===== src/post_video_macros.svh =====
`ifndef POST_VIDEO_MACROS_SVH
`define POST_VIDEO_MACROS_SVH

// counter and geometry field width
`define VT_CNT_W        12

// apb bus widths
`define APB_ADDR_W      8
`define APB_DATA_W      32

// timing generator to o_post_vs/o_post_de
`define POST_IN_DELAY   5
// o_post_de to display outputs
`define POST_OUT_DELAY  4

// reset geometry, 1024x768 line and frame
`define VT_RST_H_ACTIVE 1024
`define VT_RST_H_FP     24
`define VT_RST_H_SYNC   136
`define VT_RST_H_BP     160

`define VT_RST_V_ACTIVE 768
`define VT_RST_V_FP     3
`define VT_RST_V_SYNC   6
`define VT_RST_V_BP     29

`endif


===== src/post_video_pkg.sv =====
`default_nettype none

`include "post_video_macros.svh"

package post_video_pkg;

    typedef struct packed {
        logic                   psel;
        logic                   penable;
        logic                   pwrite;
        logic [`APB_ADDR_W-1:0] paddr;
        logic [`APB_DATA_W-1:0] pwdata;
    } apb_req_t;

    typedef struct packed {
        logic [`APB_DATA_W-1:0] prdata;
        logic                   pready;
        logic                   pslverr;
    } apb_rsp_t;

    // all geometry fields in pixels or lines
    typedef struct packed {
        logic [`VT_CNT_W-1:0] h_active;
        logic [`VT_CNT_W-1:0] h_fp;
        logic [`VT_CNT_W-1:0] h_sync;
        logic [`VT_CNT_W-1:0] h_bp;
        logic [`VT_CNT_W-1:0] v_active;
        logic [`VT_CNT_W-1:0] v_fp;
        logic [`VT_CNT_W-1:0] v_sync;
        logic [`VT_CNT_W-1:0] v_bp;
    } video_timing_cfg_t;

    typedef struct packed {
        logic hs;   // active low
        logic vs;   // active low
        logic de;
    } video_sync_t;

    localparam video_sync_t sync_idle = '{hs: 1'b1, vs: 1'b1, de: 1'b0};

    typedef struct packed {
        logic [4:0] r5;
        logic [5:0] g6;
        logic [4:0] b5;
    } rgb565_t;

    typedef struct packed {
        video_sync_t sync;
        logic [7:0]  r;
        logic [7:0]  g;
        logic [7:0]  b;
    } disp_pixel_t;

endpackage

`default_nettype wire


===== src/video_timing_regs.sv =====
`timescale 1ns/10ps
`default_nettype none

`include "post_video_macros.svh"

module video_timing_regs
    import post_video_pkg::*;
(
    input  wire                      o_post_clk,
    input  wire                      rst_n,
    input  wire apb_req_t            i_apb_req,
    output apb_rsp_t                 o_apb_rsp,
    output logic                     o_enable,
    output video_timing_cfg_t        o_cfg
);

    localparam logic [`APB_ADDR_W-1:0] ADDR_CTRL     = 'h00;
    localparam logic [`APB_ADDR_W-1:0] ADDR_H_ACTIVE = 'h04;
    localparam logic [`APB_ADDR_W-1:0] ADDR_H_FP     = 'h08;
    localparam logic [`APB_ADDR_W-1:0] ADDR_H_SYNC   = 'h0c;
    localparam logic [`APB_ADDR_W-1:0] ADDR_H_BP     = 'h10;
    localparam logic [`APB_ADDR_W-1:0] ADDR_V_ACTIVE = 'h14;
    localparam logic [`APB_ADDR_W-1:0] ADDR_V_FP     = 'h18;
    localparam logic [`APB_ADDR_W-1:0] ADDR_V_SYNC   = 'h1c;
    localparam logic [`APB_ADDR_W-1:0] ADDR_V_BP     = 'h20;

    logic                   access;
    logic                   addr_hit;
    logic [`APB_DATA_W-1:0] rd_data;
    logic [`VT_CNT_W-1:0]   wr_field;

    assign access   = i_apb_req.psel & i_apb_req.penable;
    assign wr_field = i_apb_req.pwdata[`VT_CNT_W-1:0];

    // address decode and read mux
    always_comb
    begin
        rd_data  = '0;
        addr_hit = 1'b1;
        case (i_apb_req.paddr)
            ADDR_CTRL:     rd_data = `APB_DATA_W'(o_enable);
            ADDR_H_ACTIVE: rd_data = `APB_DATA_W'(o_cfg.h_active);
            ADDR_H_FP:     rd_data = `APB_DATA_W'(o_cfg.h_fp);
            ADDR_H_SYNC:   rd_data = `APB_DATA_W'(o_cfg.h_sync);
            ADDR_H_BP:     rd_data = `APB_DATA_W'(o_cfg.h_bp);
            ADDR_V_ACTIVE: rd_data = `APB_DATA_W'(o_cfg.v_active);
            ADDR_V_FP:     rd_data = `APB_DATA_W'(o_cfg.v_fp);
            ADDR_V_SYNC:   rd_data = `APB_DATA_W'(o_cfg.v_sync);
            ADDR_V_BP:     rd_data = `APB_DATA_W'(o_cfg.v_bp);
            default:       addr_hit = 1'b0;
        endcase
    end

    // no wait states
    assign o_apb_rsp.pready  = access;
    assign o_apb_rsp.pslverr = access & ~addr_hit;
    assign o_apb_rsp.prdata  = access ? rd_data : '0;

    always_ff @(posedge o_post_clk or negedge rst_n)
    begin
        if (!rst_n)
        begin
            o_enable       <= 1'b0;
            o_cfg.h_active <= `VT_CNT_W'(`VT_RST_H_ACTIVE);
            o_cfg.h_fp     <= `VT_CNT_W'(`VT_RST_H_FP);
            o_cfg.h_sync   <= `VT_CNT_W'(`VT_RST_H_SYNC);
            o_cfg.h_bp     <= `VT_CNT_W'(`VT_RST_H_BP);
            o_cfg.v_active <= `VT_CNT_W'(`VT_RST_V_ACTIVE);
            o_cfg.v_fp     <= `VT_CNT_W'(`VT_RST_V_FP);
            o_cfg.v_sync   <= `VT_CNT_W'(`VT_RST_V_SYNC);
            o_cfg.v_bp     <= `VT_CNT_W'(`VT_RST_V_BP);
        end
        else if (access && i_apb_req.pwrite && addr_hit)
        begin
            case (i_apb_req.paddr)
                ADDR_CTRL:     o_enable       <= i_apb_req.pwdata[0];
                ADDR_H_ACTIVE: o_cfg.h_active <= wr_field;
                ADDR_H_FP:     o_cfg.h_fp     <= wr_field;
                ADDR_H_SYNC:   o_cfg.h_sync   <= wr_field;
                ADDR_H_BP:     o_cfg.h_bp     <= wr_field;
                ADDR_V_ACTIVE: o_cfg.v_active <= wr_field;
                ADDR_V_FP:     o_cfg.v_fp     <= wr_field;
                ADDR_V_SYNC:   o_cfg.v_sync   <= wr_field;
                default:       o_cfg.v_bp     <= wr_field;  // only V_BP left after hit
            endcase
        end
    end

endmodule

`default_nettype wire


===== src/video_timing_gen.sv =====
`timescale 1ns/10ps
`default_nettype none

`include "post_video_macros.svh"

module video_timing_gen
    import post_video_pkg::*;
(
    input  wire                      o_post_clk,
    input  wire                      rst_n,
    input  wire                      i_enable,
    input  wire video_timing_cfg_t   i_cfg,
    output video_sync_t              o_sync
);

    logic                 en_d;
    video_timing_cfg_t    cfg_q;    // geometry of the running frame
    logic [`VT_CNT_W-1:0] h_cnt;
    logic [`VT_CNT_W-1:0] v_cnt;
    logic [`VT_CNT_W-1:0] hs_start;
    logic [`VT_CNT_W-1:0] hs_end;
    logic [`VT_CNT_W-1:0] h_total;
    logic [`VT_CNT_W-1:0] vs_start;
    logic [`VT_CNT_W-1:0] vs_end;
    logic [`VT_CNT_W-1:0] v_total;
    logic                 h_last;
    logic                 v_last;
    logic                 run;
    logic                 cfg_load;

    assign hs_start = cfg_q.h_active + cfg_q.h_fp;
    assign hs_end   = hs_start + cfg_q.h_sync;
    assign h_total  = hs_end + cfg_q.h_bp;
    assign vs_start = cfg_q.v_active + cfg_q.v_fp;
    assign vs_end   = vs_start + cfg_q.v_sync;
    assign v_total  = vs_end + cfg_q.v_bp;

    assign h_last = (h_cnt == h_total - 1'b1);
    assign v_last = (v_cnt == v_total - 1'b1);

    // counting only once the latch cycle after enable rise is past
    assign run = i_enable & en_d;

    // enable rise or frame end
    assign cfg_load = i_enable & (~en_d | (h_last & v_last));

    always_ff @(posedge o_post_clk)
    begin
        if (cfg_load)
            cfg_q <= i_cfg;
    end

    always_ff @(posedge o_post_clk or negedge rst_n)
    begin
        if (!rst_n)
        begin
            en_d   <= 1'b0;
            h_cnt  <= '0;
            v_cnt  <= '0;
            o_sync <= sync_idle;
        end
        else
        begin
            en_d <= i_enable;
            if (!run)
            begin
                h_cnt  <= '0;
                v_cnt  <= '0;
                o_sync <= sync_idle;
            end
            else
            begin
                // decode of the current counter state
                o_sync.hs <= ~((h_cnt >= hs_start) && (h_cnt < hs_end));
                o_sync.vs <= ~((v_cnt >= vs_start) && (v_cnt < vs_end));
                o_sync.de <= (h_cnt < cfg_q.h_active) && (v_cnt < cfg_q.v_active);

                if (h_last)
                begin
                    h_cnt <= '0;
                    v_cnt <= v_last ? '0 : v_cnt + 1'b1;
                end
                else
                begin
                    h_cnt <= h_cnt + 1'b1;
                end
            end
        end
    end

endmodule

`default_nettype wire


===== src/sync_delay_line.sv =====
`timescale 1ns/10ps
`default_nettype none

module sync_delay_line
    import post_video_pkg::*;
#(
    parameter int DEPTH = 5
)
(
    input  wire                o_post_clk,
    input  wire                rst_n,
    input  wire video_sync_t   i_sync,
    output video_sync_t        o_sync
);

    video_sync_t stage [DEPTH];

    always_ff @(posedge o_post_clk or negedge rst_n)
    begin
        if (!rst_n)
        begin
            // idle syncs so no frame start shows up after reset
            for (int i = 0; i < DEPTH; i++)
                stage[i] <= sync_idle;
        end
        else
        begin
            stage[0] <= i_sync;
            for (int i = 1; i < DEPTH; i++)
                stage[i] <= stage[i-1];
        end
    end

    assign o_sync = stage[DEPTH-1];

endmodule

`default_nettype wire


===== src/capture_frame_ctrl.sv =====
`timescale 1ns/10ps
`default_nettype none

module capture_frame_ctrl
(
    input  wire  o_post_clk,
    input  wire  rst_n,
    input  wire  i_finish,
    input  wire  i_vs,
    output logic o_camvs
);

    // one-hot
    typedef enum logic [3:0] {
        ST_WAIT_FINISH = 4'b0001,
        ST_WAIT_LOW    = 4'b0010,
        ST_WAIT_HIGH   = 4'b0100,
        ST_WAIT_LOW2   = 4'b1000
    } cap_state_t;

    cap_state_t state;

    always_ff @(posedge o_post_clk or negedge rst_n)
    begin
        if (!rst_n)
        begin
            state   <= ST_WAIT_FINISH;
            o_camvs <= 1'b0;
        end
        else
        begin
            case (state)
                ST_WAIT_FINISH:
                    if (i_finish)
                        state <= ST_WAIT_LOW;
                ST_WAIT_LOW:
                    if (!i_vs)
                    begin
                        state   <= ST_WAIT_HIGH;
                        o_camvs <= 1'b1;        // window opens on frame sync
                    end
                ST_WAIT_HIGH:
                    if (i_vs)
                        state <= ST_WAIT_LOW2;
                ST_WAIT_LOW2:
                    if (!i_vs)
                    begin
                        state   <= ST_WAIT_FINISH;
                        o_camvs <= 1'b0;        // next frame sync ends it
                    end
                default:
                begin
                    state   <= ST_WAIT_FINISH;
                    o_camvs <= 1'b0;
                end
            endcase
        end
    end

endmodule

`default_nettype wire


===== src/disp_pixel_fmt.sv =====
`timescale 1ns/10ps
`default_nettype none

module disp_pixel_fmt
    import post_video_pkg::*;
(
    input  wire                o_post_clk,
    input  wire                rst_n,
    input  wire video_sync_t   i_sync,
    input  wire rgb565_t       i_pixel,
    output disp_pixel_t        o_disp
);

    always_ff @(posedge o_post_clk or negedge rst_n)
    begin
        if (!rst_n)
        begin
            o_disp.sync <= sync_idle;
            o_disp.r    <= '0;
            o_disp.g    <= '0;
            o_disp.b    <= '0;
        end
        else
        begin
            o_disp.sync <= i_sync;
            if (i_sync.de)
            begin
                // low bits padded with zeros
                o_disp.r <= {i_pixel.r5, 3'b000};
                o_disp.g <= {i_pixel.g6, 2'b00};
                o_disp.b <= {i_pixel.b5, 3'b000};
            end
            else
            begin
                o_disp.r <= '0;     // blanking
                o_disp.g <= '0;
                o_disp.b <= '0;
            end
        end
    end

endmodule

`default_nettype wire


===== src/post_video_top.sv =====
`timescale 1ns/10ps
`default_nettype none

`include "post_video_macros.svh"

module post_video_top
    import post_video_pkg::*;
(
    input  wire             o_post_clk,
    input  wire             rst_n,
    input  wire apb_req_t   i_apb_req,
    input  wire rgb565_t    i_post_data,
    input  wire             i_finish,
    output apb_rsp_t        o_apb_rsp,
    output logic            o_post_vs,
    output logic            o_post_de,
    output logic            o_post_camvs,
    output disp_pixel_t     o_disp
);

    logic              vt_enable;
    video_timing_cfg_t vt_cfg;
    video_sync_t       gen_sync;
    video_sync_t       post_sync;   // aligned with the processor input
    video_sync_t       out_sync;

    video_timing_regs u_regs (
        .o_post_clk (o_post_clk),
        .rst_n      (rst_n),
        .i_apb_req  (i_apb_req),
        .o_apb_rsp  (o_apb_rsp),
        .o_enable   (vt_enable),
        .o_cfg      (vt_cfg)
    );

    video_timing_gen u_gen (
        .o_post_clk (o_post_clk),
        .rst_n      (rst_n),
        .i_enable   (vt_enable),
        .i_cfg      (vt_cfg),
        .o_sync     (gen_sync)
    );

    sync_delay_line #(.DEPTH(`POST_IN_DELAY)) u_in_dly (
        .o_post_clk (o_post_clk),
        .rst_n      (rst_n),
        .i_sync     (gen_sync),
        .o_sync     (post_sync)
    );

    assign o_post_vs = post_sync.vs;
    assign o_post_de = post_sync.de;

    // last out stage is the formatter register
    sync_delay_line #(.DEPTH(`POST_OUT_DELAY - 1)) u_out_dly (
        .o_post_clk (o_post_clk),
        .rst_n      (rst_n),
        .i_sync     (post_sync),
        .o_sync     (out_sync)
    );

    capture_frame_ctrl u_cap (
        .o_post_clk (o_post_clk),
        .rst_n      (rst_n),
        .i_finish   (i_finish),
        .i_vs       (post_sync.vs),
        .o_camvs    (o_post_camvs)
    );

    disp_pixel_fmt u_fmt (
        .o_post_clk (o_post_clk),
        .rst_n      (rst_n),
        .i_sync     (out_sync),
        .i_pixel    (i_post_data),
        .o_disp     (o_disp)
    );

endmodule

`default_nettype wire


===== config.mk =====
export PLATFORM = sky130hd
export DESIGN_NAME = post_video_top
export DESIGN_NICKNAME = d
export VERILOG_FILES = /design/src/post_video_pkg.sv /design/src/video_timing_regs.sv /design/src/video_timing_gen.sv /design/src/sync_delay_line.sv /design/src/capture_frame_ctrl.sv /design/src/disp_pixel_fmt.sv /design/src/post_video_top.sv
export VERILOG_INCLUDE_DIRS = /design/src
export SDC_FILE = /design/constraint.sdc
export NUM_CORES = 1
export LEC_CHECK = 0
export BUFFER_PORTS_ARGS = -buffer_cell sky130_fd_sc_hd__buf_2
export CORE_MARGIN = 2
export CORE_UTILIZATION = 40
export DETAILED_ROUTE_END_ITERATION = 10
export PLACE_DENSITY = 0.65
export SETUP_SLACK_MARGIN = 0.1
export SYNTH_ARGS = -nofsm -noshare
export SYNTH_HDL_FRONTEND = slang
export SYNTH_SLANG_ARGS = --single-unit

===== constraint.sdc =====
create_clock -name o_post_clk -period 20.9 [get_ports o_post_clk]
set_input_delay 1.045 -clock o_post_clk [delete_from_list [all_inputs] [get_ports o_post_clk]]
set_output_delay 1.045 -clock o_post_clk [all_outputs]
set_load 0.02 [all_outputs]

-- Word-level counts from Yosys, hierarchy flattened
Cells that the tools add are included.
- flip-flop bits (word level): 277
- input port bits: 62
- output and inout bits: 64
- word-level logic and storage cells: 140
- add/subtract/negate cells: 10
- order comparisons: 6
- equal/unequal tests: 19
- muxes and demuxes: 18
- bitwise operators: 12
- reductions and logical operators: 20
- operators by type and width (operator ; number):
    12-bit one-hot mux with 9 select lines ; 1
    12-bit adder ; 6
    12-bit two-way mux ; 6
    12-bit less-than comparator ; 4
    8-bit by 5-bit equality test with 1-bit output (second input constant) ; 4
    12-bit by 1-bit adder with 12-bit output (second input constant) ; 2
    12-bit equality test ; 2
    12-bit >= comparator ; 2
    24-bit two-way mux ; 1
    12-bit by 1-bit subtractor with 12-bit output (second input constant) ; 2
    2-bit AND reduction ; 9
    8-bit by 4-bit equality test with 1-bit output (second input constant) ; 2
    4-bit two-way mux ; 4
    4-bit one-hot mux with 4 select lines ; 1
    9-bit OR reduction ; 1
    8-bit by 3-bit equality test with 1-bit output (second input constant) ; 1
    8-bit by 6-bit equality test with 1-bit output (second input constant) ; 1
    8-bit logical NOT ; 1
    2-bit != test (second input constant) ; 4
    8-bit OR reduction ; 1
    1-bit inverter ; 6
    1-bit bitwise AND ; 5
    1-bit logical AND ; 5
    4-bit by 1-bit equality test with 1-bit output (second input constant) ; 1
    other kinds (11) ; 13

-- Logic depth before layout (Yosys ltp)
- word-level depth: 8
- depth in mapped cells: 29
- gate-level depth less buffers: 29

-- Modules after synthesis
Synthesis repeated with hierarchy kept, for this count alone.
- cell total of the unflattened synthesis: 1403
- area total of the unflattened synthesis: 15886.5 µm²
- modules (own cells, without submodules) (module ; times used ; cells an instance ; area each (µm²) ; seq. area each (µm²)):
    video_timing_gen ; 1 ; 899 ; 9303.9 ; 3585.9
    video_timing_regs ; 1 ; 398 ; 4964.8 ; 2448.6
    disp_pixel_fmt ; 1 ; 45 ; 668.1 ; 478.0
    sync_delay_line at u_in_dly ; 1 ; 18 ; 410.4 ; 387.9
    capture_frame_ctrl ; 1 ; 31 ; 284.0 ; 126.4
    sync_delay_line at u_out_dly ; 1 ; 12 ; 255.2 ; 232.7

-- Least setup slack after synthesis
OpenSTA, ideal clock, no wires.
- path kind: reg2reg
- start point: register u_gen.cfg_q[84] in the netlist's numbering
- end point: register u_gen.cfg_q[0] in the netlist's numbering (enable)
- setup time: 0.697 ns
- arrival: 11.477 ns
- setup slack: 8.727 ns
- cell stages (with the launch flop): 25
- cells stage by stage: edfxtp_1 > ha_1 > inv_1 > fa_1 > nor2b_1 > o21ai_0 > nand2b_1 > a21o_2 > a21o_1 > a21o_1 > a21o_1 > a21o_1 > a21o_1 > xor2_1 > ha_1 > xor2_1 > ha_1 > inv_1 > ha_1 > xor2_1 > or4_1 > nand3_1 > and3_2 > nand4_1 > a21boi_0
- cells in the longest elaborated chain, start to end: 8
- ends and longest elaborated chain (element ; RTL line ; source):
    from (decl) ; video_timing_gen.sv:17 ; video_timing_cfg_t cfg_q;
    from (signal assigned) ; video_timing_gen.sv:50 ; cfg_q <= i_cfg;
    12-bit adder ; video_timing_gen.sv:31 ; assign hs_start = cfg_q.h_active + cfg_q.h_fp;
    12-bit adder ; video_timing_gen.sv:32 ; assign hs_end = hs_start + cfg_q.h_sync;
    12-bit adder ; video_timing_gen.sv:33 ; assign h_total = hs_end + cfg_q.h_bp;
    12-bit by 1-bit subtractor with 12-bit output ; video_timing_gen.sv:38 ; assign h_last = (h_cnt == h_total - 1'b1);
    12-bit equality test ; video_timing_gen.sv:38 ;
    1-bit bitwise AND ; video_timing_gen.sv:45 ; assign cfg_load = i_enable & (~en_d | (h_last & v_last));
    1-bit bitwise OR ; video_timing_gen.sv:45 ;
    1-bit bitwise AND ; video_timing_gen.sv:45 ;
    via u_gen.cfg_load ; video_timing_gen.sv:29 ; logic cfg_load;
The timed path passes the listed nets, and every way through them passes these cells.
A chain may end at the register's enable or synchronous reset.

-- Worst setup path after layout
- start point: register u_gen.cfg_q[84] in the netlist's numbering
- end point: register u_gen.cfg_q[62] in the netlist's numbering (enable)
The elaborated chain is that of the path after synthesis.

==> flow_summary_export.csv <==
group,metric,value,unit
status,outcome,"completed",
sta,clock-skew-final,11.3,ps
worst_setup_path,cp_data_arrival_time,7170,ps
worst_setup_path,cp.depth,26,
routing,vias,9857,
cts,post_cts_resized,0,
global_route,grt_pass1_vias,9863,
power,pwr-share-seq,0.513,
finish,diodes,0,
worst_setup_path,required,21070,ps
global_route,grt_pass1_wl,52300,um
yosys,synthArstFlopShare,0.643,
sta,hold_violations,0,
worst_setup_path,setup.worst_path.end_class,"register",
worst_setup_path,r2r_cells,26,
yosys,synth_edf_count,96,
finish,layout-drive-gt1-share,0.209,
cts,cts_tree,"yes",
worst_setup_path,cp_slowest_cell,"buf_4",
cts,cts_max_level,1,
power,powerDensity,63.8,nW/um^2
power,pwr-share-clk,0.454,
routing,top_layer,"met5",
place,dp_cells,1872,
hold_path,min_delay_path_depth,0,
floorplanning,ios,126,
floorplanning,die_w,199,um
yosys,synthTopCellsByCount,"ha_1, dfrtp_1, inv_1",
finish,finalNonFillerCells,1924,
finish,syn_to_final_growth,11.8,%
finish,fill_cells,3468,
power,swShare,0.215,
sta,period_minus_slack,7000,ps
place,gp_congestion,0.837,
routing,met1_length,15400,um
finish,nets,1612,
routing,postRouteAntennaNets,0,
routing,vias_per_cell,5.12,
cts,post_cts_buffers,0,
yosys,synth_area_leaders,"dfrtp_1, edfxtp_1, ha_1, mux2_2, dfstp_2",
cts,clkSinkCount,269,
cts,cts_hold_buf,0,
yosys,synth_area_per_cell,11.7,sq um
sta,rsz0062_at_grt,"false",
cts,clk_path_buf_depth,3,
routing,initialDrtViolationCount,888,
power,p_int,0.000850,W
power,power.switching,0.000232,W
yosys,yosysWarnings,0,
floorplanning,initial_core_util,0.405,
floorplanning,placementRows,71,
sta,relSlewSlack,0.214,
place,place_ws,13890,ps
yosys,yosys.area.top_type_share,0.222,
sta,setup_tns,0,ps
yosys,synth_ff_type,"dfrtp_1",
floorplanning,coreArea,37500,sq um
place,hpwl,24700,um
yosys,yosys_register_bits,269,
yosys,ys_types,76,
routing,drt_pre_antenna_iters,5,
worst_setup_path,cp_max_fo,54,
power,p_total,0.00108,W
power,p_comb_frac,0.033,
cts,worstSkewPairLatency,540,ps
place,portBuffers,77,
routing,finalWirelength,32900,um
cts,cts_made_buffers,28,
yosys,yosysSeqAreaShare,0.478,
global_route,grt-ovfl-total,0,
sta,layout_setup_ws,13900,ps
routing,routed-wl-met3,1690,um
routing,wl_per_cell,17.1,um
global_route,grt_max_degree,102,
floorplanning,die_area,39500,sq um
worst_setup_path,cp-start-kind,"register",
cts,clk_pin_slew,60,ps
sta,post-route-period-util,0.335,
flow_run,maxCapViolCount,0,
worst_setup_path,crit_buf_inv,3,
worst_setup_path,critPathTopFamily,"compound AO/OA/AOI/OAI gates",
sta,tightest_slew,1180,ps
yosys,yosysMostFrequentCell,"ha_1",
finish,fin_util,0.453,
routing,route.detailed.drc,0,
global_route,antenna_found_initial,5,
power,vdd_drop_max,0.0433,mV
sta,setup_viol,0,
floorplanning,fp.dieH,199,um
worst_setup_path,path_class,"register to register",
cts,root_buffer,"clkbuf_16",
worst_setup_path,cpPeakStageDelay,700,ps
sta,slew_violations,0,
yosys,syn_area,15200,sq um
global_route,grt_use_total,0.168,
hold_path,hold_path.class,"register to register",
routing,dr_wl_met2,15100,um
power,p_leak,8.07,nW
yosys,synthCells,1303,
worst_setup_path,path_common_cell,"xnor2_1",
sta,max_freq,143,MHz
yosys,synth_top_area_cell,"dfrtp_1",
cells by family (layout without fill, tap and decap cells):
family | after synthesis | after routing | share of synthesized area
DFF | 269 | 269 | 0.478
AOI/OAI and AO/OA | 236 | 236 | 0.105
and+or+nand+nor | 230 | 230 | 0.0799
buffers and inverters | 187 | 270 | 0.0546
adders and majority gates | 160 | 160 | 0.135
muxes | 111 | 111 | 0.0821
xor gates and xnor gates | 109 | 109 | 0.0653
other | 1 | 28 | 0.000247
cell usage in the layout, fill, tap and decap left out, types with 13 or more instances in the layout:
master,synthesis,final
o21ai_0,44,44
and3_1,14,14
nand2_1,44,44
nor3_1,15,15
and2_1,19,19
mux2_2,98,98
nand3_1,19,19
dfstp_2,38,38
nand2b_1,15,15
a21o_1,43,43
nor2_1,42,42
conb_1,1,28
ha_1,153,153
a21oi_1,57,57
a221oi_1,13,13
dfrtp_1,135,135
inv_1,133,133
clkbuf_16,0,30
buf_2,2,76
xnor2_1,61,61
xor2_1,44,44
edfxtp_1,96,96
sequential cells by signal (all words and copies together), names as in the netlist, 3 cells and up:
register / cells
u_out_dly.o_sync: 3
u_regs.o_cfg: 96
u_cap.state: 4
u_gen.v_cnt: 12
u_gen.o_sync: 3
u_in_dly.stage: 12
u_gen.cfg_q: 96
u_gen.h_cnt: 12
u_in_dly.o_sync: 3
u_fmt.o_disp: 19
u_out_dly.stage: 6
power groups by stage:
stage / Clock (W) / Sequential, W / Combinational [W]
2_1_floorplan: 0 / 0.000563 / 0.0000236
3_3_place_gp: 0 / 0.000565 / 0.0000351
3_5_place_dp: 0 / 0.000565 / 0.0000362
4_1_cts: 0.000502 / 0.000555 / 0.0000364
5_1_grt: 0.000522 / 0.000556 / 0.0000408
6_report: 0.000492 / 0.000555 / 0.0000359
worst paths after layout:
path / start / to / slack (ps)
max: u_gen.cfg_q[84]$_DFFE_PP_ / u_gen.cfg_q[62]$_DFFE_PP_ / 13900
min: u_in_dly.stage[3]$_DFF_PN0_ / u_in_dly.o_sync[0]$_DFF_PN0_ / 350
max reg2reg: u_gen.cfg_q[84]$_DFFE_PP_ / u_gen.cfg_q[62]$_DFFE_PP_ / 13900
min reg2reg: u_in_dly.stage[3]$_DFF_PN0_ / u_in_dly.o_sync[0]$_DFF_PN0_ / 350
max in group asynchronous: rst_n / u_regs.o_cfg[41]$_DFFE_PN0P_ / 18790
min in group asynchronous: rst_n / u_gen.h_cnt[11]$_DFF_PN0_ / 610
area by class of cell:
class	instances	area, sq um	share of cell area
Clock inverter	6	58.8	0.00346
Timing Repair Buffer	85	452	0.0266
Tap cell	511	639	0.0377
Inverter	133	499	0.0294
Sequential cell	269	7260	0.428
Clock buffer	46	851	0.0501
Multi-Input combinational cell	874	7220	0.425
metal layers:
| metal | vias to the layer above | track usage |
|---|---|---|
| met1 | 4781 | 0.233 |
| met2 | 247 | 0.279 |
| met3 | 54 | 0.0239 |
| met5 | - | 0 |
| li1 | 4769 | - |
| met4 | 6 | 0.0392 |
metrics by stage:
step	cell area, sq um	hold WS, ps
finish	17000	348
global route	17000	353
CTS	17000	348
detailed placement	16100	336
global placement	16100	334
floorplan	15300	331
Note: power is estimated with default switching activity, not from simulation.
